<file path="src/chi_flit_pkg.sv">
// request, retry-ack and credit-grant flit layouts
// field set is trimmed to what QoS admission needs, no trace tag
`default_nettype none

package chi_flit_pkg;

    localparam int QOS_W      = 4;
    localparam int SRCID_W    = 7;
    localparam int TXNID_W    = 12;
    localparam int PCRDTYPE_W = 4;
    localparam int ADDR_W     = 44;
    localparam int OPCODE_W   = 7;

    typedef logic [QOS_W-1:0]      qos_t;
    typedef logic [SRCID_W-1:0]    srcid_t;
    typedef logic [TXNID_W-1:0]    txnid_t;
    typedef logic [PCRDTYPE_W-1:0] pcrdtype_t;

    // 86 bits
    typedef struct packed {
        qos_t                qos;
        srcid_t              tgtid;
        srcid_t              srcid;
        txnid_t              txnid;
        logic [OPCODE_W-1:0] opcode;
        logic [ADDR_W-1:0]   addr;
        logic                allowretry;
        pcrdtype_t           pcrdtype;
    } req_flit_t;

    typedef struct packed {
        srcid_t    srcid;
        txnid_t    txnid;
        qos_t      qos;
        pcrdtype_t pcrdtype;
    } retry_ack_t;

    typedef struct packed {
        srcid_t    srcid;
        qos_t      qos;
        pcrdtype_t pcrdtype;
    } pcrd_grant_t;

endpackage

`default_nettype wire

</file>
<file path="src/hni_qos_pkg.sv">
// home-node tracker sizes, QoS pool limits and internal request/retire records
// pool limits together must not exceed MSHR_ENTRIES
`default_nettype none

package hni_qos_pkg;

    localparam int MSHR_ENTRIES = 8;

    typedef logic [$clog2(MSHR_ENTRIES)-1:0] mshr_idx_t;
    typedef logic [MSHR_ENTRIES-1:0]         mshr_vec_t;
    typedef logic [2:0]                      pool_cnt_t;

    localparam pool_cnt_t HIGH_POOL_NUM = 3'd4;
    localparam pool_cnt_t LOW_POOL_NUM  = 3'd4;

    // classification thresholds and the QoS stamped on grants
    localparam chi_flit_pkg::qos_t QOS_HIGH_MIN   = 4'd8;
    localparam chi_flit_pkg::qos_t QOS_LOW_MAX    = 4'd7;
    localparam chi_flit_pkg::qos_t GRANT_QOS_HIGH = 4'd15;
    localparam chi_flit_pkg::qos_t GRANT_QOS_LOW  = 4'd0;

    localparam int RET_BANK_ENTRIES = 4;
    localparam int RET_CNT_W        = 4;

    typedef logic [RET_BANK_ENTRIES-1:0]         ret_vec_t;
    typedef logic [$clog2(RET_BANK_ENTRIES)-1:0] ret_idx_t;
    typedef logic [RET_CNT_W-1:0]                ret_cnt_t;

    localparam int RSP_FIFO_DEPTH = 4;

    typedef struct packed {
        logic                 valid;
        logic                 dyn;
        logic                 stat;
        logic                 high;
        logic                 low;
        chi_flit_pkg::srcid_t srcid;
        chi_flit_pkg::txnid_t txnid;
        chi_flit_pkg::qos_t   qos;
    } req_info_t;

    typedef struct packed {
        logic      valid;
        mshr_idx_t idx;
        logic      class_high;
    } retire_t;

endpackage

`default_nettype wire

</file>
<file path="src/hni_qos_top.sv">
// one request per cycle; retryack_won and pcrdgnt_won count only while valid is high
`timescale 1ns/10ps
`default_nettype none

module hni_qos_top (
    input  wire                          clk,
    input  wire                          rst,
    input  wire                          rxreq_valid,
    input  wire chi_flit_pkg::req_flit_t rxreq_flit,
    input  wire                          retryack_won,
    input  wire                          pcrdgnt_won,
    input  wire                          retire_valid,
    input  wire hni_qos_pkg::mshr_idx_t  retire_idx,
    output logic                         alloc_en,
    output chi_flit_pkg::req_flit_t      alloc_flit,
    output hni_qos_pkg::mshr_idx_t       alloc_idx,
    output logic                         retry_enable,
    output logic                         retryack_valid,
    output chi_flit_pkg::retry_ack_t     retryack,
    output logic                         pcrdgnt_valid,
    output chi_flit_pkg::pcrd_grant_t    pcrdgnt
);

    hni_qos_pkg::req_info_t req_info;
    hni_qos_pkg::retire_t   retire;
    chi_flit_pkg::srcid_t   grant_srcid;
    logic high_present, low_present, grant_valid, grant_high, grant_taken;

    req_decode u_decode (
        .rxreq_valid(rxreq_valid),
        .rxreq_flit (rxreq_flit),
        .req_info   (req_info)
    );

    mshr_admit u_admit (
        .clk         (clk),
        .rst         (rst),
        .req_info    (req_info),
        .rxreq_flit  (rxreq_flit),
        .retire_valid(retire_valid),
        .retire_idx  (retire_idx),
        .high_present(high_present),
        .low_present (low_present),
        .alloc_en    (alloc_en),
        .alloc_flit  (alloc_flit),
        .alloc_idx   (alloc_idx),
        .retry_enable(retry_enable),
        .retire      (retire)
    );

    retry_bank u_bank (
        .clk         (clk),
        .rst         (rst),
        .req_info    (req_info),
        .retry_enable(retry_enable),
        .retire      (retire),
        .grant_taken (grant_taken),
        .high_present(high_present),
        .low_present (low_present),
        .grant_valid (grant_valid),
        .grant_high  (grant_high),
        .grant_srcid (grant_srcid)
    );

    pcrd_issue u_issue (
        .clk           (clk),
        .rst           (rst),
        .req_info      (req_info),
        .retry_enable  (retry_enable),
        .grant_valid   (grant_valid),
        .grant_high    (grant_high),
        .grant_srcid   (grant_srcid),
        .retryack_won  (retryack_won),
        .pcrdgnt_won   (pcrdgnt_won),
        .grant_taken   (grant_taken),
        .retryack_valid(retryack_valid),
        .retryack      (retryack),
        .pcrdgnt_valid (pcrdgnt_valid),
        .pcrdgnt       (pcrdgnt)
    );

endmodule

`default_nettype wire

</file>
<file path="src/mshr_admit.sv">
// static requests assume a reserved entry exists, otherwise they land on index 0
// retire_idx must name an entry that is currently allocated
`timescale 1ns/10ps
`default_nettype none

module mshr_admit (
    input  wire                           clk,
    input  wire                           rst,
    input  wire hni_qos_pkg::req_info_t   req_info,
    input  wire chi_flit_pkg::req_flit_t  rxreq_flit,
    input  wire                           retire_valid,
    input  wire hni_qos_pkg::mshr_idx_t   retire_idx,
    input  wire                           high_present,
    input  wire                           low_present,
    output logic                          alloc_en,
    output chi_flit_pkg::req_flit_t       alloc_flit,
    output hni_qos_pkg::mshr_idx_t        alloc_idx,
    output logic                          retry_enable,
    output hni_qos_pkg::retire_t          retire
);

    hni_qos_pkg::mshr_vec_t entry_valid, reserved, stat_clr, class_high_q;
    hni_qos_pkg::mshr_vec_t alloc_vec, ret_vec, keep_vec;
    hni_qos_pkg::pool_cnt_t high_cnt, low_cnt;
    hni_qos_pkg::mshr_idx_t dyn_idx, stat_idx;
    logic take_high, take_low, dyn_alloc;
    logic ret_class_high, keep, high_dec, low_dec;

    function automatic hni_qos_pkg::mshr_idx_t first_idx(input hni_qos_pkg::mshr_vec_t v);
        hni_qos_pkg::mshr_idx_t idx;
        idx = '0;
        for (int i = hni_qos_pkg::MSHR_ENTRIES - 1; i >= 0; i--) begin
            if (v[i]) begin
                idx = hni_qos_pkg::mshr_idx_t'(i);
            end
        end
        return idx;
    endfunction

    // high spills into the low pool, low never borrows from high
    assign take_high = req_info.dyn & req_info.high & (high_cnt != hni_qos_pkg::HIGH_POOL_NUM);
    assign take_low  = req_info.dyn & ~take_high & (low_cnt != hni_qos_pkg::LOW_POOL_NUM);
    assign dyn_alloc = take_high | take_low;

    assign retry_enable = req_info.dyn & ~dyn_alloc;
    assign alloc_en     = dyn_alloc | req_info.stat;
    assign alloc_flit   = alloc_en ? rxreq_flit : '0;

    assign dyn_idx   = first_idx(~entry_valid & ~reserved);
    assign stat_idx  = first_idx(~entry_valid & reserved);
    assign alloc_idx = req_info.stat ? stat_idx : dyn_idx;
    assign alloc_vec = alloc_en ? (hni_qos_pkg::mshr_vec_t'(1) << alloc_idx) : '0;

    // retiring entry is held for a waiting retry of a class it may serve
    assign ret_class_high = class_high_q[retire_idx];
    assign keep = retire_valid & (ret_class_high ? high_present : (high_present | low_present));
    assign high_dec = retire_valid & ret_class_high & ~keep;
    assign low_dec  = retire_valid & ~ret_class_high & ~keep;

    assign ret_vec  = retire_valid ? (hni_qos_pkg::mshr_vec_t'(1) << retire_idx) : '0;
    assign keep_vec = {hni_qos_pkg::MSHR_ENTRIES{keep}} & ret_vec;

    assign retire = '{valid: retire_valid, idx: retire_idx, class_high: ret_class_high};

    always_ff @(posedge clk or posedge rst) begin
        if (rst) begin
            entry_valid <= '0;
            reserved    <= '0;
            stat_clr    <= '0;
            high_cnt    <= '0;
            low_cnt     <= '0;
        end else begin
            entry_valid <= (entry_valid & ~ret_vec) | alloc_vec;
            reserved    <= (reserved & ~stat_clr) | keep_vec;
            stat_clr    <= req_info.stat ? alloc_vec : '0;
            high_cnt    <= high_cnt + hni_qos_pkg::pool_cnt_t'(take_high)
                           - hni_qos_pkg::pool_cnt_t'(high_dec);
            low_cnt     <= low_cnt + hni_qos_pkg::pool_cnt_t'(take_low)
                           - hni_qos_pkg::pool_cnt_t'(low_dec);
        end
    end

    // pool class of dynamic entries, static reuse keeps the old class
    always_ff @(posedge clk) begin
        if (dyn_alloc) begin
            class_high_q[alloc_idx] <= take_high;
        end
    end

endmodule

`default_nettype wire

</file>
<file path="src/pcrd_issue.sv">
// items offered to a full queue without a same-cycle pop are dropped
// pcrdtype bit 1 marks the high class, bit 0 the low class
`timescale 1ns/10ps
`default_nettype none

module pcrd_issue (
    input  wire                          clk,
    input  wire                          rst,
    input  wire hni_qos_pkg::req_info_t  req_info,
    input  wire                          retry_enable,
    input  wire                          grant_valid,
    input  wire                          grant_high,
    input  wire chi_flit_pkg::srcid_t    grant_srcid,
    input  wire                          retryack_won,
    input  wire                          pcrdgnt_won,
    output logic                         grant_taken,
    output logic                         retryack_valid,
    output chi_flit_pkg::retry_ack_t     retryack,
    output logic                         pcrdgnt_valid,
    output chi_flit_pkg::pcrd_grant_t    pcrdgnt
);

    chi_flit_pkg::retry_ack_t  ack_in;
    chi_flit_pkg::pcrd_grant_t gnt_in;
    logic ack_push, ack_pop, ack_empty, ack_full;
    logic gnt_push, gnt_pop, gnt_empty, gnt_full;

    assign ack_in = '{srcid:    req_info.srcid,
                      txnid:    req_info.txnid,
                      qos:      req_info.qos,
                      pcrdtype: chi_flit_pkg::pcrdtype_t'({req_info.high, req_info.low})};

    assign gnt_in = '{srcid:    grant_srcid,
                      qos:      grant_high ? hni_qos_pkg::GRANT_QOS_HIGH
                                           : hni_qos_pkg::GRANT_QOS_LOW,
                      pcrdtype: chi_flit_pkg::pcrdtype_t'({grant_high, ~grant_high})};

    assign ack_push = retry_enable & (~ack_full | retryack_won);
    assign ack_pop  = retryack_won & ~ack_empty;
    assign gnt_push = grant_valid & (~gnt_full | pcrdgnt_won);
    assign gnt_pop  = pcrdgnt_won & ~gnt_empty;

    // retry bank only decrements what actually got queued
    assign grant_taken = gnt_push;

    rsp_fifo #(.WIDTH($bits(chi_flit_pkg::retry_ack_t))) u_ack_fifo (
        .clk     (clk),
        .rst     (rst),
        .push    (ack_push),
        .pop     (ack_pop),
        .data_in (ack_in),
        .data_out(retryack),
        .empty   (ack_empty),
        .full    (ack_full)
    );

    rsp_fifo #(.WIDTH($bits(chi_flit_pkg::pcrd_grant_t))) u_gnt_fifo (
        .clk     (clk),
        .rst     (rst),
        .push    (gnt_push),
        .pop     (gnt_pop),
        .data_in (gnt_in),
        .data_out(pcrdgnt),
        .empty   (gnt_empty),
        .full    (gnt_full)
    );

    assign retryack_valid = ~ack_empty;
    assign pcrdgnt_valid  = ~gnt_empty;

endmodule

`default_nettype wire

</file>
<file path="src/req_decode.sv">
// all fields are zero while rxreq_valid is low
`timescale 1ns/10ps
`default_nettype none

module req_decode (
    input  wire                         rxreq_valid,
    input  wire chi_flit_pkg::req_flit_t rxreq_flit,
    output hni_qos_pkg::req_info_t      req_info
);

    always_comb begin
        req_info = '0;
        if (rxreq_valid) begin
            req_info.valid = 1'b1;
            // allowretry set means the requester can be bounced
            req_info.dyn   = rxreq_flit.allowretry;
            req_info.stat  = ~rxreq_flit.allowretry;
            req_info.high  = (rxreq_flit.qos >= hni_qos_pkg::QOS_HIGH_MIN);
            req_info.low   = (rxreq_flit.qos <= hni_qos_pkg::QOS_LOW_MAX);
            req_info.srcid = rxreq_flit.srcid;
            req_info.txnid = rxreq_flit.txnid;
            req_info.qos   = rxreq_flit.qos;
        end
    end

endmodule

`default_nettype wire

</file>
<file path="src/retry_bank.sv">
// bank entries are reused in rotation, so more distinct retrying sources than
// RET_BANK_ENTRIES can merge counts; counts do not saturate
`timescale 1ns/10ps
`default_nettype none

module retry_bank (
    input  wire                          clk,
    input  wire                          rst,
    input  wire hni_qos_pkg::req_info_t  req_info,
    input  wire                          retry_enable,
    input  wire hni_qos_pkg::retire_t    retire,
    input  wire                          grant_taken,
    output logic                         high_present,
    output logic                         low_present,
    output logic                         grant_valid,
    output logic                         grant_high,
    output chi_flit_pkg::srcid_t         grant_srcid
);

    chi_flit_pkg::srcid_t   bank_srcid [hni_qos_pkg::RET_BANK_ENTRIES];
    hni_qos_pkg::ret_cnt_t  cnt_h [hni_qos_pkg::RET_BANK_ENTRIES];
    hni_qos_pkg::ret_cnt_t  cnt_l [hni_qos_pkg::RET_BANK_ENTRIES];
    hni_qos_pkg::ret_vec_t  bank_v, match, inc_vec, h_dec, l_dec, h_left, l_left;
    hni_qos_pkg::ret_idx_t  next_ptr, inc_idx, win_idx;
    logic alloc_new, win_h, win_l;

    function automatic hni_qos_pkg::ret_idx_t first_idx(input hni_qos_pkg::ret_vec_t v);
        hni_qos_pkg::ret_idx_t idx;
        idx = '0;
        for (int i = hni_qos_pkg::RET_BANK_ENTRIES - 1; i >= 0; i--) begin
            if (v[i]) begin
                idx = hni_qos_pkg::ret_idx_t'(i);
            end
        end
        return idx;
    endfunction

    // known source reuses its entry, new source takes the rotation slot
    assign alloc_new = retry_enable & ~(|match);
    assign inc_idx   = (|match) ? first_idx(match) : next_ptr;
    assign inc_vec   = retry_enable ? (hni_qos_pkg::ret_vec_t'(1) << inc_idx) : '0;

    // left vectors look past a decrement landing this cycle
    always_comb begin
        for (int i = 0; i < hni_qos_pkg::RET_BANK_ENTRIES; i++) begin
            match[i]  = bank_v[i] & (bank_srcid[i] == req_info.srcid);
            h_dec[i]  = grant_taken & grant_high & (win_idx == i);
            l_dec[i]  = grant_taken & ~grant_high & (win_idx == i);
            h_left[i] = (cnt_h[i] > hni_qos_pkg::ret_cnt_t'(h_dec[i]))
                        | (inc_vec[i] & req_info.high);
            l_left[i] = (cnt_l[i] > hni_qos_pkg::ret_cnt_t'(l_dec[i]))
                        | (inc_vec[i] & req_info.low);
        end
    end

    assign high_present = |h_left;
    assign low_present  = |l_left;

    // high always beats low
    assign win_h = retire.valid & high_present;
    assign win_l = retire.valid & ~retire.class_high & low_present & ~win_h;

    assign grant_srcid = bank_srcid[win_idx];

    always_ff @(posedge clk or posedge rst) begin
        if (rst) begin
            bank_v      <= '0;
            next_ptr    <= '0;
            win_idx     <= '0;
            grant_valid <= 1'b0;
            grant_high  <= 1'b0;
            for (int i = 0; i < hni_qos_pkg::RET_BANK_ENTRIES; i++) begin
                cnt_h[i] <= '0;
                cnt_l[i] <= '0;
            end
        end else begin
            if (alloc_new) begin
                bank_v[next_ptr] <= 1'b1;
                next_ptr         <= next_ptr + 1'b1;
            end
            grant_valid <= win_h | win_l;
            grant_high  <= win_h;
            if (win_h | win_l) begin
                win_idx <= win_h ? first_idx(h_left) : first_idx(l_left);
            end
            for (int i = 0; i < hni_qos_pkg::RET_BANK_ENTRIES; i++) begin
                cnt_h[i] <= cnt_h[i] + hni_qos_pkg::ret_cnt_t'(inc_vec[i] & req_info.high)
                            - hni_qos_pkg::ret_cnt_t'(h_dec[i]);
                cnt_l[i] <= cnt_l[i] + hni_qos_pkg::ret_cnt_t'(inc_vec[i] & req_info.low)
                            - hni_qos_pkg::ret_cnt_t'(l_dec[i]);
            end
        end
    end

    always_ff @(posedge clk) begin
        if (alloc_new) begin
            bank_srcid[next_ptr] <= req_info.srcid;
        end
    end

endmodule

`default_nettype wire

</file>
<file path="src/rsp_fifo.sv">
// RSP_FIFO_DEPTH must be a power of two; push while full only with a pop
`timescale 1ns/10ps
`default_nettype none

module rsp_fifo #(
    parameter int WIDTH = 8
) (
    input  wire              clk,
    input  wire              rst,
    input  wire              push,
    input  wire              pop,
    input  wire [WIDTH-1:0]  data_in,
    output logic [WIDTH-1:0] data_out,
    output logic             empty,
    output logic             full
);

    logic [WIDTH-1:0] mem [hni_qos_pkg::RSP_FIFO_DEPTH];
    logic [$clog2(hni_qos_pkg::RSP_FIFO_DEPTH)-1:0]   wr_ptr, rd_ptr;
    logic [$clog2(hni_qos_pkg::RSP_FIFO_DEPTH+1)-1:0] count;

    assign data_out = mem[rd_ptr];
    assign empty    = (count == 0);
    assign full     = (count == hni_qos_pkg::RSP_FIFO_DEPTH);

    always_ff @(posedge clk or posedge rst) begin
        if (rst) begin
            wr_ptr <= '0;
            rd_ptr <= '0;
            count  <= '0;
        end else begin
            if (push) begin
                wr_ptr <= wr_ptr + 1'b1;
            end
            if (pop) begin
                rd_ptr <= rd_ptr + 1'b1;
            end
            case ({push, pop})
                2'b10:   count <= count + 1'b1;
                2'b01:   count <= count - 1'b1;
                default: count <= count;
            endcase
        end
    end

    always_ff @(posedge clk) begin
        if (push) begin
            mem[wr_ptr] <= data_in;
        end
    end

endmodule

`default_nettype wire

</file>
<file path="config.mk">
export PLATFORM = sky130hd
export DESIGN_NAME = hni_qos_top
export DESIGN_NICKNAME = d
export VERILOG_FILES = /design/src/chi_flit_pkg.sv /design/src/hni_qos_pkg.sv /design/src/hni_qos_top.sv /design/src/mshr_admit.sv /design/src/pcrd_issue.sv /design/src/req_decode.sv /design/src/retry_bank.sv /design/src/rsp_fifo.sv
export SDC_FILE = /design/constraint.sdc
export NUM_CORES = 1
export LEC_CHECK = 0
export BUFFER_PORTS_ARGS = -buffer_cell sky130_fd_sc_hd__buf_4
export CAP_MARGIN = 10
export CORE_MARGIN = 2
export CORE_UTILIZATION = 55
export CTS_CLUSTER_DIAMETER = 30
export CTS_CLUSTER_SIZE = 12
export DETAILED_ROUTE_END_ITERATION = 16
export PLACE_DENSITY = 0.84
export SYNTH_ARGS = -nofsm -noshare
export SYNTH_HDL_FRONTEND = slang
export SYNTH_HIERARCHICAL = 1
export SYNTH_SLANG_ARGS = --single-unit
export TNS_END_PERCENT = 10
</file>
<file path="constraint.sdc">
create_clock -name clk -period 4 [get_ports clk]
set_input_delay 0.6 -clock clk [delete_from_list [all_inputs] [get_ports clk]]
set_output_delay 0.6 -clock clk [all_outputs]
set_load 0.01 [all_outputs]
</file>
==> flow_results.org <==
** Outcome
- Run status :: complete, but fails checks
- Failing checks :: negative hold slack

** Placed design
- Once placement finished, the instance area stood at 0.0164 mm^2.
- Final HPWL from detailed placement :: 22500 um
- The count of buffers added on input and output ports is 229.
- Routability congestion estimate :: 0.947

** Clock tree
- Clock sink count :: 290
- Root buffer cell :: sky130_fd_sc_hd__clkbuf_16
- Clock tree synthesis inserted a total of 56 buffers.
- Maximum root-to-sink buffer count :: 3
- Once the clock tree was built, the setup fixing pass inserted 0 buffers.
- CTS clock-pin slew for the worst setup and hold paths :: 60 ps
- In this run, post-CTS hold repair placed 0 buffers.
- Clock latency on the worst-skew pair, taken at its later pin, is 580 ps.
- The H-tree was split into 2 levels.
- TritonCTS clock tree :: done

** Layout
- The finished cells cover 0.0184 mm^2.
- Compared with the post-synthesis result, the final layout area differs by 29.5%.
- ANT cells :: 0
- Fraction of final layout cells with drive strength greater than 1 :: 0.332
- At the end of the flow, the number of nets in the layout was 1469.

** Timing
- The number of pins exceeding their max-slew limit in the final report is 0.
- At the pin with the least slew margin, the transition time is 996 ps.
- Measured against its own limit, the worst slew margin works out to 0.336.
- Static timing analysis puts the maximum clock frequency at 271 MHz.
- For the final routed database, the setup TNS stands at 0 ps.
- The clock arrives with 64.4 ps of skew.
- Final Hold Viols :: 3
- Setup violations remaining at the end of the flow were counted as 0.
- WHS :: -1.54 ps
- In the finished design, the share of the clock period the worst path needs comes to 0.924.
- Setup repair after global routing missed its margin :: no
- The worst path needs 3690 ps of the cycle, external delays included.

** Critical path
- The worst setup path is of the flop to flop kind.
- Family with the most delay on the worst path :: adder cells
- The number of buffers and inverters on the critical path is 4.
- The worst setup path is launched from a flop.
- Data required time at the worst endpoint :: 4470 ps
- In this run the worst path has a maximum fanout of 4.
- Among the stages of the critical path, the cell type that occurs most often is sky130_fd_sc_hd__inv_1.
- STA classifies the critical path endpoint as a flop.
- WP data arrival :: 4160 ps
- Critical-path cell list :: inv_1 -> and3_1 -> a21boi_2 -> nand2b_1 -> nor2_1 -> ha_1 -> inv_1 -> o21ai_0 -> a32oi_1 -> a311oi_2 -> nand2_1 -> nor3_1 -> ha_1 -> inv_1 -> ha_1 -> inv_1 -> fa_1 -> xnor2_1 -> xnor2_1
- The slowest stage of the critical path is the sky130_fd_sc_hd__dfrtp_1 cell.
- Delay contributed by the slowest stage of the critical path :: 380 ps

** Global route
- Across every metal layer, demand over resource in global routing totals 0.263.
- The number of antenna violations at the first check in global routing is 0.
- Wire length of the first global-routing pass :: 54600 um
- The via count of the first global-routing pass came to 9736.
- Pin count of the biggest net entering global routing :: 88
- Total overflow reported by the global router :: 0

** Floorplanning
- Floorplan die area :: 0.0272 mm^2
- After floorplanning, the core was sized to cover 0.0253 mm^2.
- Placement row count :: 58
- For this design the top-level I/O count stands at 230.
- For this configuration, the core starts out at a cell density of 0.562.
- Height of the chip :: 165 um
- Overall die width :: 165 um

** Pwr
- IR analysis of the VDD net gives a maximum drop of 505 uV.
- Pwr Density :: 744 mW/mm^2
- The analysis attributes to cell leakage a power of 7.77 nW.

** Min path
- Hold crit path type :: input pin to async pin

** Run
- Max-cap violations :: 0

** Synth
- Number of warnings reported in the yosys synthesis log :: 6
- Number of standard cells after synthesis :: 989
- The average instance in the mapped netlist occupies 14.4 um^2.
- After synthesis the cells add up to 0.0142 mm^2.

** Detailed routing
- Wires add up to 35000 um.
- The count of nets left with antenna violations once routing finished came out at 0.
- In this run, the number of DRC markers left after iteration 0 of detailed routing was 771.
- WL per Instance :: 21.0 um
- Using the TritonRoute via totals, the vias-per-cell ratio works out to 5.55.
- For this block, the via count after detailed routing is 9246.
- The first detailed-routing pass ran for 5 iterations.
- Total DRC errors in the routed layout :: 0
## worst register-to-register path: stages (launching register included)
cell and delay [ps]:
sky130_fd_sc_hd__dfrtp_1 380, sky130_fd_sc_hd__inv_1 90, sky130_fd_sc_hd__and3_1 160, sky130_fd_sc_hd__a21boi_2 230, sky130_fd_sc_hd__nand2b_1 150, sky130_fd_sc_hd__nor2_1 250
sky130_fd_sc_hd__ha_1 190, sky130_fd_sc_hd__inv_1 40, sky130_fd_sc_hd__o21ai_0 140, sky130_fd_sc_hd__a32oi_1 130, sky130_fd_sc_hd__a311oi_2 310, sky130_fd_sc_hd__nand2_1 110
sky130_fd_sc_hd__nor3_1 210, sky130_fd_sc_hd__ha_1 250, sky130_fd_sc_hd__inv_1 60, sky130_fd_sc_hd__ha_1 130, sky130_fd_sc_hd__inv_1 50, sky130_fd_sc_hd__fa_1 380
sky130_fd_sc_hd__xnor2_1 200, sky130_fd_sc_hd__xnor2_1 140
## flip-flops by register name (all words and copies together) (netlist names)
register,count
u_issue/u_ack_fifo/mem,108
u_issue/u_gnt_fifo/mem,60
u_bank/bank_srcid,28
u_bank/cnt_h,16
u_bank/cnt_l,16
u_admit/class_high_q,8
u_admit/entry_valid,8
u_admit/reserved,8
u_admit/stat_clr,8
u_bank/bank_v,4
u_admit/high_cnt,3
u_admit/low_cnt,3
u_issue/u_ack_fifo/count,3
u_issue/u_gnt_fifo/count,3
u_bank/next_ptr,2
u_bank/win_idx,2
u_issue/u_ack_fifo/rd_ptr,2
u_issue/u_ack_fifo/wr_ptr,2
u_issue/u_gnt_fifo/rd_ptr,2
u_issue/u_gnt_fifo/wr_ptr,2
u_bank/grant_high,1
u_bank/grant_valid,1
## power by group
group          switching (W)  internal, W  leakage [nW]
Combinational        0.00226      0.00203          3.93
Clock                0.00167      0.00319         0.952
Sequential          0.000561      0.00399          2.89
## per-layer routing
metal	share of wire	global-route usage
met1	0.41	0.347
met2	0.51	0.448
met3	0.055	0.0437
met4	0.023	0.0870
met5	0	0
## worst paths after layout
| check | start | slack, ps | cells past startpoint | end |
|---|---|---|---|---|
| max | u_issue/u_gnt_fifo/count[0] | 310 | 19 | u_admit/low_cnt[2] |
| min | rst | -2 | 2 | u_issue/u_ack_fifo/count[0] |
| max reg2reg | u_issue/u_gnt_fifo/count[0] | 310 | 19 | u_admit/low_cnt[2] |
| min reg2reg | u_admit/stat_clr[0] | 420 | 1 | u_admit/reserved[0] |
| max in group asynchronous | rst | 2970 | 3 | u_bank/cnt_h[6] |
| min in group clk | retire_valid | 370 | 2 | u_bank/win_idx[1] |
## metrics by stage
stage | setup WS [ps] | utilization | instances | hold slack, ps | power (W)
6_report | 306 | 0.727 | 1666 | -1.54 | 0.0137
5_1_grt | 24.7 | 0.727 | 1666 | 24.6 | 0.0144
4_1_cts | 210 | 0.726 | 1665 | 8.33 | 0.0138
3_5_place_dp | 3.92 | 0.647 | 1560 | 416 | 0.00877
3_3_place_gp | 181 | 0.647 | 1560 | 414 | 0.00856
2_1_floorplan | 65.2 | - | 1004 | 403 | 0.00738
## cells in the final DEF (no fill, tap or decap), types with 8 or more instances in the layout
| cell type | n |
|---|---|
| sky130_fd_sc_hd__buf_4 | 259 |
| sky130_fd_sc_hd__mux4_1 | 10 |
| sky130_fd_sc_hd__inv_6 | 11 |
| sky130_fd_sc_hd__nand2b_1 | 11 |
| sky130_fd_sc_hd__o22ai_1 | 11 |
| sky130_fd_sc_hd__xor2_1 | 29 |
| sky130_fd_sc_hd__bufinv_16 | 8 |
| sky130_fd_sc_hd__nand3_1 | 9 |
| sky130_fd_sc_hd__o21ai_0 | 13 |
| sky130_fd_sc_hd__fa_1 | 12 |
| sky130_fd_sc_hd__a21o_1 | 10 |
| sky130_fd_sc_hd__mux4_2 | 41 |
| sky130_fd_sc_hd__inv_1 | 96 |
| sky130_fd_sc_hd__a21oi_1 | 14 |
| sky130_fd_sc_hd__conb_1 | 16 |
| sky130_fd_sc_hd__nand4_1 | 9 |
| sky130_fd_sc_hd__nand2_1 | 25 |
| sky130_fd_sc_hd__dfrtp_1 | 85 |
| sky130_fd_sc_hd__xnor2_1 | 32 |
| sky130_fd_sc_hd__nor2_1 | 23 |
| sky130_fd_sc_hd__nor3_1 | 15 |
| sky130_fd_sc_hd__clkbuf_16 | 56 |
| sky130_fd_sc_hd__and2_1 | 126 |
| sky130_fd_sc_hd__edfxtp_1 | 204 |
| sky130_fd_sc_hd__nor4_1 | 9 |
| sky130_fd_sc_hd__ha_1 | 73 |
## final cells by class
class / count / area (um^2)
Fill cell: 1466 / 6900
Clock inverter: 41 / 524
Inverter: 101 / 382
Clock buffer: 64 / 1460
Sequential cell: 290 / 8280
Tap cell: 330 / 413
Timing Repair Buffer: 261 / 1990
Multi-Input combinational cell: 579 / 5370
## repair_timing
item,CTS,global route
hold endpoints to repair,0,0
resized for setup,0,3
setup endpoints to repair,0,1
No activity file was read; power rests on OpenSTA's default activity.
